--- src/gb_video_pkg.sv ---
`default_nettype none

package gb_video_pkg;

	// kept small so a frame simulates quickly
	localparam int SCREEN_W = 32;
	localparam int SCREEN_H = 16;

	localparam logic [12:0] TILE_MAP_BASE = 13'h1800;

	localparam logic [15:0] VRAM_BASE = 16'h8000;
	localparam logic [15:0] VRAM_END  = 16'h9fff;
	localparam logic [15:0] OAM_BASE  = 16'hfe00;
	localparam logic [15:0] OAM_END   = 16'hfe9f;
	localparam logic [15:0] IO_BASE   = 16'hff40; // 16 registers, up to 0xff4f

	localparam int VRAM_AW = 13;
	localparam int OAM_AW  = 8;

	localparam logic [3:0] REG_LCDC = 4'h0;
	localparam logic [3:0] REG_SCY  = 4'h2;
	localparam logic [3:0] REG_LY   = 4'h4;
	localparam logic [3:0] REG_BGP  = 4'h7;

	localparam int FIFO_DEPTH = 16;

	localparam logic [7:0] LCD_CMD_FRAME = 8'hb0;
	localparam int         LCD_WR_GAP    = 2; // at most 15, the gap counter is 4 bits

	typedef struct packed {
		logic [15:0] adr;
		logic [7:0]  wdata;
		logic        rd;
		logic        wr;
	} gb_bus_req_t;

	typedef struct packed {
		logic [12:0] adr;
		logic [7:0]  wdata;
		logic        rd;
		logic        wr;
	} vram_port_t;

	typedef struct packed {
		logic [1:0] shade;
		logic       line_end;
		logic       frame_end;
	} px_t;

	typedef struct packed {
		logic [7:0] data;
		logic       wr;
		logic       cd;  // low for commands, high for pixel data
		logic       cs;
		logic       vled;
	} lcd_bus_t;

endpackage

`default_nettype wire

--- src/uc1611.sv ---
`timescale 1ns/1ns
`default_nettype none

module uc1611 (
	input  wire                    gbclk,
	input  wire                    reset,
	input  wire                    disp_on,
	input  wire gb_video_pkg::px_t px,
	input  wire                    empty,
	output logic                   pop,
	output gb_video_pkg::lcd_bus_t lcd
);

	typedef enum logic [1:0] {S_IDLE, S_FILL, S_SEND, S_END} state_t;

	state_t     state;
	logic [7:0] shift;
	logic [1:0] n_px;
	logic       is_cmd;
	logic       last;   // byte holds the frame_end pixel
	logic [3:0] gap;

	assign pop = state == S_FILL && !empty;

	always_ff @(posedge gbclk) begin
		if (pop)
			shift <= {shift[5:0], px.shade}; // first pixel ends up in bits 7-6
	end

	always_ff @(posedge gbclk) begin
		if (reset) begin
			state    <= S_IDLE;
			n_px     <= 2'd0;
			is_cmd   <= 1'b0;
			last     <= 1'b0;
			gap      <= 4'(gb_video_pkg::LCD_WR_GAP);
			lcd.wr   <= 1'b0;
			lcd.cd   <= 1'b0;
			lcd.cs   <= 1'b0;
			lcd.vled <= 1'b0;
		end else begin
			lcd.vled <= disp_on;
			lcd.wr   <= 1'b0;
			if (lcd.wr)
				gap <= 4'd0;
			else if (gap != 4'hf)
				gap <= gap + 4'd1;

			case (state)
			S_IDLE: begin
				if (!empty) begin
					state  <= S_SEND; // pixels waiting mean a new frame has begun
					is_cmd <= 1'b1;
					last   <= 1'b0;
					n_px   <= 2'd0;
					lcd.cs <= 1'b1;
				end
			end
			S_FILL: begin
				if (pop) begin
					n_px <= n_px + 2'd1;
					if (n_px == 2'd3) begin
						state <= S_SEND;
						last  <= px.frame_end;
					end
				end
			end
			S_SEND: begin
				if (!lcd.wr && gap >= 4'(gb_video_pkg::LCD_WR_GAP)) begin
					lcd.wr   <= 1'b1;
					lcd.data <= is_cmd ? gb_video_pkg::LCD_CMD_FRAME : shift;
					lcd.cd   <= !is_cmd;
					is_cmd   <= 1'b0;
					state    <= last ? S_END : S_FILL;
				end
			end
			default: begin
				lcd.cs <= 1'b0;
				state  <= S_IDLE;
			end
			endcase
		end
	end

endmodule

`default_nettype wire

--- config.mk ---
export PLATFORM = sky130hd
export DESIGN_NAME = uc1611
export DESIGN_NICKNAME = d
export VERILOG_FILES = /design/src/gb_video_pkg.sv /design/src/uc1611.sv
export SDC_FILE = /design/constraint.sdc
export NUM_CORES = 1
export LEC_CHECK = 0
export ABC_AREA = 1
export BUFFER_PORTS_ARGS = -buffer_cell sky130_fd_sc_hd__buf_2
export CORE_ASPECT_RATIO = 1.25
export CORE_MARGIN = 2
export CORE_UTILIZATION = 48
export DETAILED_ROUTE_END_ITERATION = 10
export HOLD_SLACK_MARGIN = 0.03
export PLACE_DENSITY_LB_ADDON = 0.08
export SLEW_MARGIN = 20
export SYNTH_ARGS = -nofsm -noshare
export SYNTH_HDL_FRONTEND = slang
export SYNTH_SLANG_ARGS = --single-unit
--- constraint.sdc ---
create_clock -name gbclk -period 1.5 [get_ports gbclk]
set_input_delay 0.075 -clock gbclk [delete_from_list [all_inputs] [get_ports gbclk]]
set_output_delay 0.075 -clock gbclk [all_outputs]
set_load 0.05 [all_outputs]
# ---- Word-level counts from Yosys, hierarchy flattened
# Index checks and enable logic that the tools add are counted.
dict set report word_totals {
  regBits 30
  input_bits 8
  out_inout_bits 13
  wordCells 65
}
dict set report op_classes {
  n_addsub 2
  magnitude_cmp 1
  eq_ne 8
  mux 20
  bitwise_logic 3
  reduce_logical 19
}
# cell n
set op_table {}
lappend op_table {{$mux W2} 10}
lappend op_table {{$reduce_and A3 Y1} 3}
lappend op_table {{$reduce_and A4 Y1} 2}
lappend op_table {{$ne A2 B2 Y1 const B} 3}
lappend op_table {{$pmux W1 S2} 3}
lappend op_table {{$pmux W2 S3} 1}
lappend op_table {{$reduce_bool A2 Y1} 3}
lappend op_table {{$reduce_or A2 Y1} 3}
lappend op_table {{$mux W1} 5}
lappend op_table {{$add A4 B1 Y4 const B} 1}
lappend op_table {{$eq A2 B2 Y1 const B} 2}
lappend op_table {{$ge A4 B2 Y1 const B} 1}
lappend op_table {{$ne A4 B4 Y1 const B} 1}
lappend op_table {{$pmux W2 S2} 1}
lappend op_table {{$reduce_and A2 Y1} 2}
lappend op_table {{$logic_not A1 Y1} 3}
lappend op_table {{$not A1 Y1} 3}
lappend op_table {{$add A2 B1 Y2 const B} 1}
lappend op_table {{$eq A2 B1 Y1 const B} 1}
lappend op_table {{$logic_and A1 B1 Y1} 2}
lappend op_table {{$logic_not A2 Y1} 1}
lappend op_table {{$ne A2 B1 Y1 const B} 1}

# ---- Logic depth before layout (Yosys ltp)
# Gate-level depths: netlist (run 1).
dict set report logic_depth {
  word_depth 4
  depth_mapped 9
  depth_no_buf 9
}

# ---- Worst setup path after synthesis (run 1)
# OpenSTA, ideal clock, no wires.
dict set report synth_path {
  kind {register to register}
  startpoint {reg state[1]}
  endpoint {reg shift[0] (enable)}
  arrival_time_ns 1.656
  required_ns 1.094
  slack_ns -0.562
  stages_incl_launch_ff 5
  n_path_buf 0
  cell_sequence {dfxtp_1 > inv_1 > ha_1 > inv_1 > nor2_1}
}
dict set report synth_between {
  elab_chain_len 2
}
# item line
set synth_rtl {}
lappend synth_rtl {{start, declared} uc1611.sv:16} ;# state_t state;
lappend synth_rtl {{start signal, assigned} uc1611.sv:74} ;# state <= last ? S_END : S_FILL;
lappend synth_rtl {{$eq A2 B1 Y1} uc1611.sv:23} ;# assign pop = state == S_FILL && !empty;
lappend synth_rtl {{$logic_and A1 B1 Y1} uc1611.sv:23}
lappend synth_rtl {{net pop} uc1611.sv:10} ;# output logic pop,
lappend synth_rtl {{end signal, assigned} uc1611.sv:27} ;# shift <= {shift[5:0], px.shade};
lappend synth_rtl {{end, declared} uc1611.sv:17} ;# logic [7:0] shift;
# The timed path passes the listed nets, and every way through them passes these cells.
# A chain may end at the register's enable or synchronous reset.

# ---- Worst setup path after layout (run 1)
dict set report layout_path {
  startpoint {reg state[1]}
  endpoint {out pop}
}
dict set report layout_between {
  elab_chain_len 2
}
# item line
set layout_rtl {}
lappend layout_rtl {{$eq A2 B1 Y1} uc1611.sv:23}
lappend layout_rtl {{$logic_and A1 B1 Y1} uc1611.sv:23}
lappend layout_rtl {{end, declared} uc1611.sv:10}
# Every way passes these cells.

==> impl_metrics.tcl, run 1 <==
set metrics [dict create \
    run_status "complete, no violations" \
    worstPathArrival_ns 1.32 \
    period_share_pct 93.0 \
    first_global_vias 862 \
    final_layout_size_suffix_gt1_share_pct 29.5 \
    report.final.slew_viol_count 0 \
    switching_share_pct 37.8 \
    p_comb_share_pct 37.9 \
    cts_made_buffers 5 \
    share_seq_of_total_power_pct 41.4 \
    grt_remaining_overflow 0 \
    synth-seq-area-share_pct 60.9 \
    synth.distinct_cells 21 \
    initial_antenna_violation_count 0 \
    core_area_um2 2450 \
    r2r_cells 7 \
    via_count 905 \
    level_count_of_the_clock_h_tree 2 \
    critical_path_class "flop to output port" \
    endpoint_kind "output port" \
    cts_tree "yes" \
    grt.total_usage_pct 16.4 \
    antenna_violating_nets_post_route 0 \
    gp_congestion 0.780 \
    finalSetupTns_ns 0 \
    max_slew.worst_pin.slew_ns 0.286 \
    synth_top_cells_by_count "19 x inv_1, 16 x edfxtp_1, 15 x nor2_1" \
    p_int_w 0.00184 \
    clkSlewWorstSetupHoldPaths_ns 0.09 \
    dominantRegCellSynth "edfxtp_1" \
    setup_viol 0 \
    area_enclosed_by_the_die_boundary_um2 3030 \
    grt_first_pass_wirelength_um 3560 \
    power_leakage_nw 0.685 \
    placement.io_buffers 19 \
    synth_nets 138 \
    synth_enable_flop_cells 16 \
    synth_largest_type_area_fraction_pct 38.4 \
    post-route-min-period_ns 1.40 \
    most_repeated_cell_in_the_gate_level_netlist_after_synthesis "inv_1" \
    syn-instance-count 122 \
    die_width_um 49.6 \
    drc 0 \
    cts.path.max_buffers 2 \
    final.fill_count 232 \
    drtIter0Drc 13 \
    post_drt_via_cell_ratio 4.79 \
    sum_of_routed_wire_length_over_all_layers_um 2130 \
    worst_ir_drop_on_vdd_mv 1.14 \
    required_ns 1.42 \
    async_set_or_reset_register_ratio_after_synthesis_pct 0 \
    synth.cell_area_um2 1250 \
    totalPowerFinal_w 0.00296 \
    p_sw_w 0.00112 \
    clock_sink_count 30 \
    die_height_um 61.1 \
    skew_ns 0.0103 \
    maximum_number_of_pins_on_one_net_before_global_route_repair 12 \
    final_nets 171 \
    synth.yosys.warnings 0 \
    initial_utilization_pct 51.0 \
    io-pin-count 21 \
    avg_wl_per_cell_um 11.3 \
    proportion_of_power_drawn_by_the_clock_network_pct 20.7 \
    timing.hold.worst.class "primary input to flop" \
    num_antenna_cells 0 \
    drt-pass1-iter-count 4 \
    whs_path_depth 3 \
    synth_top_cells_by_area "edfxtp_1 38%, dfxtp_1 22%, ha_1 8.0%" \
    num_rows 20 \
    critical_path.startpoint_type "flop" \
    avgSynthCellArea_um2 10.2 \
    clockRootBuffer "clkbuf_4" \
    report.final.hold_viol_count 0 \
    synth.largest_area_cell "edfxtp_1" \
    layout-area-overhead-vs-synth_pct 26.3 \
    crit_fanout 5 \
    rsz_0062_raised_after_global_routing "true" \
    ys_ff_latch 30 \
    power_density_relative_to_cell_area_nw_per_um2 1880 \
    maxClockFrequency_mhz 717 \
    drv_cap 0 \
    worstSkewPairLatency_ns 0.32 \
    dp.final_hpwl_um 1510 \
    timing.max_slew.rel_slack_pct 80.9 \
]
[worst max-delay path, stage by stage (launching register included)]
cell and delay [ns]:
dfxtp_2 0.35, inv_1 0.09, ha_2 0.19, inv_1 0.08
nor2_4 0.14, buf_8 0.16
[power by group through the flow]
stage	registers, W	clock network, W	logic, W
after global routing	0.00125	0.000661	0.00124
after detailed placement	0.00124	0	0.00107
final	0.00123	0.000613	0.00112
after global placement	0.00123	0	0.00103
after CTS	0.00122	0.000633	0.00110
after floorplan	0.00142	0	0.000598
[layout make-up]
cell class | count | area, µm² | area share, %
flip-flops and latches | 30 | 766 | 48.5
well taps | 33 | 41.3 | 2.61
multi-input cells | 71 | 424 | 26.9
inverters | 19 | 71.3 | 4.52
clock buffers | 6 | 41.3 | 2.61
repair buffers | 28 | 201 | 12.8
clock inverters | 2 | 33.8 | 2.14
[layer usage]
metal  wire length, µm  GRT usage, %
met5                 0             0
met3               124          6.80
met4                19          8.33
met2              1110          29.1
met1               879          16.8
[flip-flops by register name, summed over array words and instances, names as in the netlist]
register / cells
gap: 4
is_cmd: 1
last: 1
lcd: 12
n_px: 2
shift: 8
state: 2
[logic make-up (layout without fill, tap and decap cells)]
kind of cell	after synthesis	in the layout	share of synthesized area, %
simple gates	43	43	15.4
flops	30	30	60.9
buf+inv	21	55	6.61
compound gates	20	20	9.11
fa+ha+maj	8	8	8.01
[through the flow]
step | hold slack [ns] | instance area (µm²) | util, % | std cells | setup slack (ns)
global placement | 0.252 | 1420 | 57.9 | 175 | 0.0805
detailed placement | 0.254 | 1420 | 57.9 | 175 | 0.0153
floorplan | 0.174 | 1260 | - | 122 | 0.0968
CTS | 0.0716 | 1560 | 63.4 | 189 | 0.00396
finish | 0.0860 | 1580 | 64.4 | 189 | 0.104
global route | 0.0936 | 1580 | 64.4 | 189 | 0.00868
[cell usage in the layout, fill, tap and decap left out, drive strengths merged]
| cell type | count |
|---|---|
| dfxtp | 14 |
| clkbuf | 6 |
| dlygate4sd3 | 5 |
| nand2 | 15 |
| o221a | 1 |
| nor3 | 1 |
| edfxtp | 16 |
| a211oi | 1 |
| buf | 23 |
| nor2 | 16 |
| a21oi | 7 |
| o21ai | 8 |
| bufinv | 1 |
| o21a | 1 |
| or2 | 3 |
| clkinv | 1 |
| a31oi | 2 |
| ha | 8 |
| nand3 | 6 |
| nand4 | 2 |
| inv | 19 |
[worst paths after layout]
check	from	end	slack, ns
setup reg to reg	gap[0]	lcd[11]	0.12
hold reg to reg	shift[4]	shift[6]	0.45
hold / removal	empty	n_px[0]	0.09
setup / recovery	state[1]	pop	0.10
[timing repair]
| item | in CTS | in global routing |
|---|---|---|
| gates resized for setup | 1 | 10 |
| setup endpoints to repair | 1 | 12 |
| pin swaps | 1 | 1 |
| buffers inserted | 1 | 0 |
| hold buffers | 5 | 0 |
| endpoints found under the hold margin | 6 | 0 |
No activity file was read; power rests on OpenSTA's default activity.
==> inputs of run 2 (changes only) <==
SETUP_SLACK_MARGIN = 0.15   (was not set)
==> impl_metrics.tcl, run 2 (synthesis gave the netlist of run 1 again) <==
set metrics [dict create \
    initial_antenna_violation_count 0 \
    final_layout_size_suffix_gt1_share_pct 38.7 \
    first_global_vias 891 \
    cpMostUsedCell "buf_4" \
    worst_ir_drop_on_vdd_mv 1.47 \
    layout-area-overhead-vs-synth_pct 34.0 \
    die_width_um 49.6 \
    clock_sink_count 30 \
    core_area_um2 2450 \
    timing.hold.worst.class "primary input to flop" \
    critical_path.startpoint_type "flop" \
    postLayoutCoreUtil_pct 68.3 \
    rsz_0062_raised_after_global_routing "true" \
    layout_common_cells "18 x buf_2, 16 x edfxtp_1, 15 x inv_1" \
    largest_register "lcd" \
    num_rows 20 \
    setup_viol 0 \
    drv_cap 0 \
    level_count_of_the_clock_h_tree 2 \
    required_ns 1.71 \
    post_drt_via_cell_ratio 4.90 \
    max_slew.worst_pin.slew_ns 0.282 \
    timing.max_slew.rel_slack_pct 81.2 \
    maxClockFrequency_mhz 758 \
    finalSetupTns_ns 0 \
    grt.total_usage_pct 17.4 \
    power_leakage_nw 0.724 \
    worstPathArrival_ns 1.53 \
    maximum_number_of_pins_on_one_net_before_global_route_repair 12 \
    crit_buf_inv 3 \
    period_share_pct 88.0 \
    die_height_um 61.1 \
    clkSlewWorstSetupHoldPaths_ns 0.09 \
    endpoint_kind "flop" \
    dp.final_hpwl_um 1550 \
    sum_of_routed_wire_length_over_all_layers_um 2380 \
    area_enclosed_by_the_die_boundary_um2 3030 \
    critPathTopFamily "flip-flops" \
    dpl-instance-area_um2 1430 \
    cts_made_buffers 5 \
    final_common_cell "buf_2" \
    post-route-min-period_ns 1.32 \
    critical_path_class "flop to flop" \
    cts_tree "yes" \
    drtIter0Drc 12 \
    via_count 960 \
    io-pin-count 21 \
    crit_slowest_cell "dfxtp_4" \
    antenna_violating_nets_post_route 0 \
    crit_fanout 4 \
    flip_flop_count_of_the_largest_register_after_layout 12 \
    final_nets 179 \
    drc 0 \
    critPathMaxStageDelay_ns 0.38 \
    path_cells "inv_2 -> ha_1 -> nor2_4 -> buf_4 -> buf_4 -> o21ai_0 -> a21oi_1" \
    reg.largest.list "lcd (12), shift (8), gap (4)" \
    drt-pass1-iter-count 4 \
    avg_wl_per_cell_um 12.1 \
    placement.io_buffers 19 \
    skew_ns 0.00626 \
    finished_cell_area_um2 1680 \
    gp_congestion 0.797 \
    report.final.slew_viol_count 0 \
    worstSkewPairLatency_ns 0.32 \
    power_density_relative_to_cell_area_nw_per_um2 1950 \
    report.final.hold_viol_count 0 \
    cts.path.max_buffers 2 \
    grt_remaining_overflow 0 \
    run_status "complete, no violations" \
    num_antenna_cells 0 \
    initial_utilization_pct 51.0 \
    clockRootBuffer "clkbuf_4" \
    grt_first_pass_wirelength_um 3770 \
]
[run 2: cell count changes in the layout (fill, tap and decap cells not counted), sizes merged]
cell | before | now
clkbuf | 6 | 5
buf | 23 | 32
dlygate4sd3 | 5 | 4
[run 2: per-layer routing]
| layer | up-vias | share of wire [%] | GRT usage, % |
|---|---|---|---|
| li1 | 485 | - | - |
| met1 | 445 | 40 | 17.6 |
| met2 | 25 | 53 | 32.4 |
| met3 | 5 | 5.1 | 6.07 |
| met4 | 0 | 1.9 | 8.33 |
| met5 | - | 0 | 0 |
[run 2: final timing paths]
| path | startpoint | end | slack (ns) | depth (start not counted) |
|---|---|---|---|---|
| worst min register to register | shift[4] | shift[6] | 0.45 | 0 |
| worst max-delay path | state[0] | n_px[1] | 0.18 | 7 |
| worst min-delay path | reset | lcd[3] | 0.05 | 2 |
| worst max register to register | state[0] | n_px[1] | 0.18 | 7 |
[run 2: cell type report]
| cell class | count | area [µm²] |
|---|---|---|
| inverters | 19 | 73.8 |
| repair buffers | 36 | 243 |
| well taps | 33 | 41.3 |
| fillers | 201 | 777 |
| clock buffers | 5 | 37.5 |
| clock inverters | 2 | 33.8 |
| flip-flops and latches | 30 | 771 |
| multi-input cells | 71 | 475 |
[run 2: stage by stage]
stage | power [W] | cells | worst slack, ns | hold slack (ns)
floorplan | 0.00205 | 122 | 0.151 | 0.174
global placement | 0.00228 | 175 | 0.0909 | 0.252
detailed placement | 0.00233 | 175 | 0.0432 | 0.253
CTS | 0.00305 | 189 | 0.158 | 0.0368
global route | 0.00347 | 196 | 0.0940 | 0.0540
finish | 0.00327 | 196 | 0.180 | 0.0509
[run 2: what timing repair did]
item	4_1_cts	5_1_grt
buffers inserted	3	7
hold endpoints to repair	4	0
resized for setup	9	10
hold buffers	4	0
endpoints found under the setup margin	11	11
pin swaps	4	6
[run 2: where the power goes]
group / internal [W] / leakage (nW) / total (W) / switching, W
clock: 0.000337 / 0.0387 / 0.000601 / 0.000264
combinational: 0.000593 / 0.423 / 0.00142 / 0.000830
sequential: 0.00110 / 0.262 / 0.00124 / 0.000144
[run 2: worst register-to-register path, stage by stage, from the launching register on]
cell and delay (ns):
dfxtp_4 0.38, inv_2 0.08, ha_1 0.21, nor2_4 0.06
buf_4 0.13, buf_4 0.12, o21ai_0 0.14, a21oi_1 0.08
==> inputs of run 3 (changes only) <==
CORE_UTILIZATION = 30   (was 48)
MAX_ROUTING_LAYER = met4   (was not set)
==> impl_metrics.tcl, run 3 (synthesis gave the netlist of run 1 again) <==
set metrics [dict create \
    reg.largest.list "lcd (12), shift (8), gap (4)" \
    grt_first_pass_wirelength_um 3560 \
    required_ns 1.42 \
    area_enclosed_by_the_die_boundary_um2 4700 \
    avg_wl_per_cell_um 10.6 \
    endpoint_kind "output port" \
    grt.total_usage_pct 10.8 \
    num_antenna_cells 0 \
    p_int_w 0.00193 \
    power_density_relative_to_cell_area_nw_per_um2 1870 \
    routed-wl-met2_um 1150 \
    largest_register "lcd" \
    setup_viol 0 \
    report.final.hold_viol_count 0 \
    maxClockFrequency_mhz 768 \
    power_leakage_nw 0.710 \
    worstSkewPairLatency_ns 0.28 \
    routed.top_layer "met4" \
    first_global_vias 814 \
    reg2reg_slack_ns 0.24 \
    critical_path.startpoint "state[1]" \
    m1WireLength_um 981 \
    post_drt_via_cell_ratio 4.28 \
    clock_sink_count 30 \
    finalSetupTns_ns 0 \
    share_seq_of_total_power_pct 39.5 \
    max_slew.worst_pin.slew_ns 0.275 \
    post-route-min-period_ns 1.30 \
    placement.io_buffers 19 \
    critical_path_class "flop to output port" \
    io-pin-count 21 \
    critical_path.startpoint_type "flop" \
    clockRootBuffer "clkbuf_8" \
    run_status "complete, no violations" \
    totalPowerFinal_w 0.00316 \
    layout-area-overhead-vs-synth_pct 35.0 \
    layout_common_cells "18 x buf_2, 16 x edfxtp_1, 15 x inv_1" \
    core_area_um2 4030 \
    level_count_of_the_clock_h_tree 2 \
    rr_endpoint "state[1]" \
    setup.worst_path.end "pop" \
    cts.path.max_buffers 2 \
    num_rows 26 \
    drc 0 \
    drt-pass1-iter-count 4 \
    drtIter0Drc 43 \
    skew_ns 0.00409 \
    met3WireLength_um 84 \
    switching_share_pct 38.8 \
    worst_ir_drop_on_vdd_mv 0.905 \
    layoutNonFillerInstCount 214 \
    dp.final_hpwl_um 1590 \
    maximum_number_of_pins_on_one_net_before_global_route_repair 12 \
    cts_tree "yes" \
    report.final.slew_viol_count 0 \
    flip_flop_count_of_the_largest_register_after_layout 12 \
    rsz_0062_raised_after_global_routing "true" \
    antenna_violating_nets_post_route 0 \
    gp_congestion 0.742 \
    r2r_cells 8 \
    crit_fanout 5 \
    die_height_um 76.2 \
    cts_made_buffers 5 \
    initial_antenna_violation_count 0 \
    sum_of_routed_wire_length_over_all_layers_um 2270 \
    timing.hold.ws_ns 0.0790 \
    final_nets 173 \
    postLayoutCoreUtil_pct 41.8 \
    final_layout_size_suffix_gt1_share_pct 38.6 \
    timing.hold.worst.class "primary input to flop" \
    timing.max_slew.rel_slack_pct 81.6 \
    drv_cap 0 \
    clkSlewWorstSetupHoldPaths_ns 0.06 \
    grt_remaining_overflow 0 \
    worstPathArrival_ns 1.23 \
    final_common_cell "buf_2" \
    via_count 916 \
    proportion_of_power_drawn_by_the_clock_network_pct 18.6 \
    final.fill_count 414 \
    p_comb_share_pct 41.9 \
    r2r_start "state[0]" \
    initial_utilization_pct 31.0 \
    placed_cells 200 \
    die_width_um 61.7 \
    p_sw_w 0.00123 \
    period_share_pct 86.8 \
]
run 3: cell types whose count changed in the layout (fill, tap and decap cells not counted), moves of 2 or more:
cell,before,now
nor2_2,1,3
clkinv_1,1,3
buf_4,13,8
clkbuf_4,5,0
nand2_4,0,2
clkbuf_8,0,5
nand2_2,4,2
run 3: what timing repair did:
action                                  CTS  global route
pin swaps                                 2             6
cloned                                    0             0
gates resized for setup                   7            16
endpoints found under the hold margin     3             0
setup buffers                             2             1
hold buffers                              3             0
endpoints found under the setup margin   11            10
run 3: power by group through the flow:
stage / registers [W] / clock network, W / logic [W]
after floorplan: 0.00143 / 0 / 0.000623
after global placement: 0.00124 / 0 / 0.00111
after detailed placement: 0.00124 / 0 / 0.00112
after CTS: 0.00122 / 0.000615 / 0.00121
after global routing: 0.00128 / 0.000650 / 0.00146
final: 0.00125 / 0.000586 / 0.00132
run 3: layout make-up:
cell class                      instances  area [µm²]  share of cell area [%]
Tap cell                               56        70.1                    4.15
Clock buffer                            5        68.8                    4.08
Multi-Input combinational cell         71         504                    29.9
Inverter                               19        71.3                    4.23
Clock inverter                          3        11.3                   0.667
Sequential cell                        30         771                    45.7
Timing Repair Buffer                   30         191                    11.3
run 3: per-layer routing:
layer / GRT usage [%] / up-vias
met5: - / -
met4: 5.11 / 0
met3: 4.58 / 6
met2: 15.9 / 14
met1: 12.3 / 419
li1: - / 477
run 3: critical path: stages, from the launching register on:
cell and delay (ns):
dfxtp_4 0.37, inv_2 0.08, ha_4 0.13, inv_2 0.05
nor2_4 0.11, buf_4 0.21
run 3: metrics by stage:
step / instance area [µm²] / worst slack, ns
after global placement: 1470 / 0.0937
after global routing: 1690 / 0.140
after floorplan: 1280 / 0.151
final: 1690 / 0.197
after detailed placement: 1470 / 0.0744
after CTS: 1620 / 0.160
run 3: worst min-delay path by stage:
stage / startpoint / depth (start not counted) / end
floorplan: px[2] / 0 / shift[0]
global placement: px[2] / 1 / shift[0]
detailed placement: px[2] / 1 / shift[0]
CTS: px[0] / 3 / last
global route: reset / 2 / lcd[0]
finish: px[0] / 3 / last
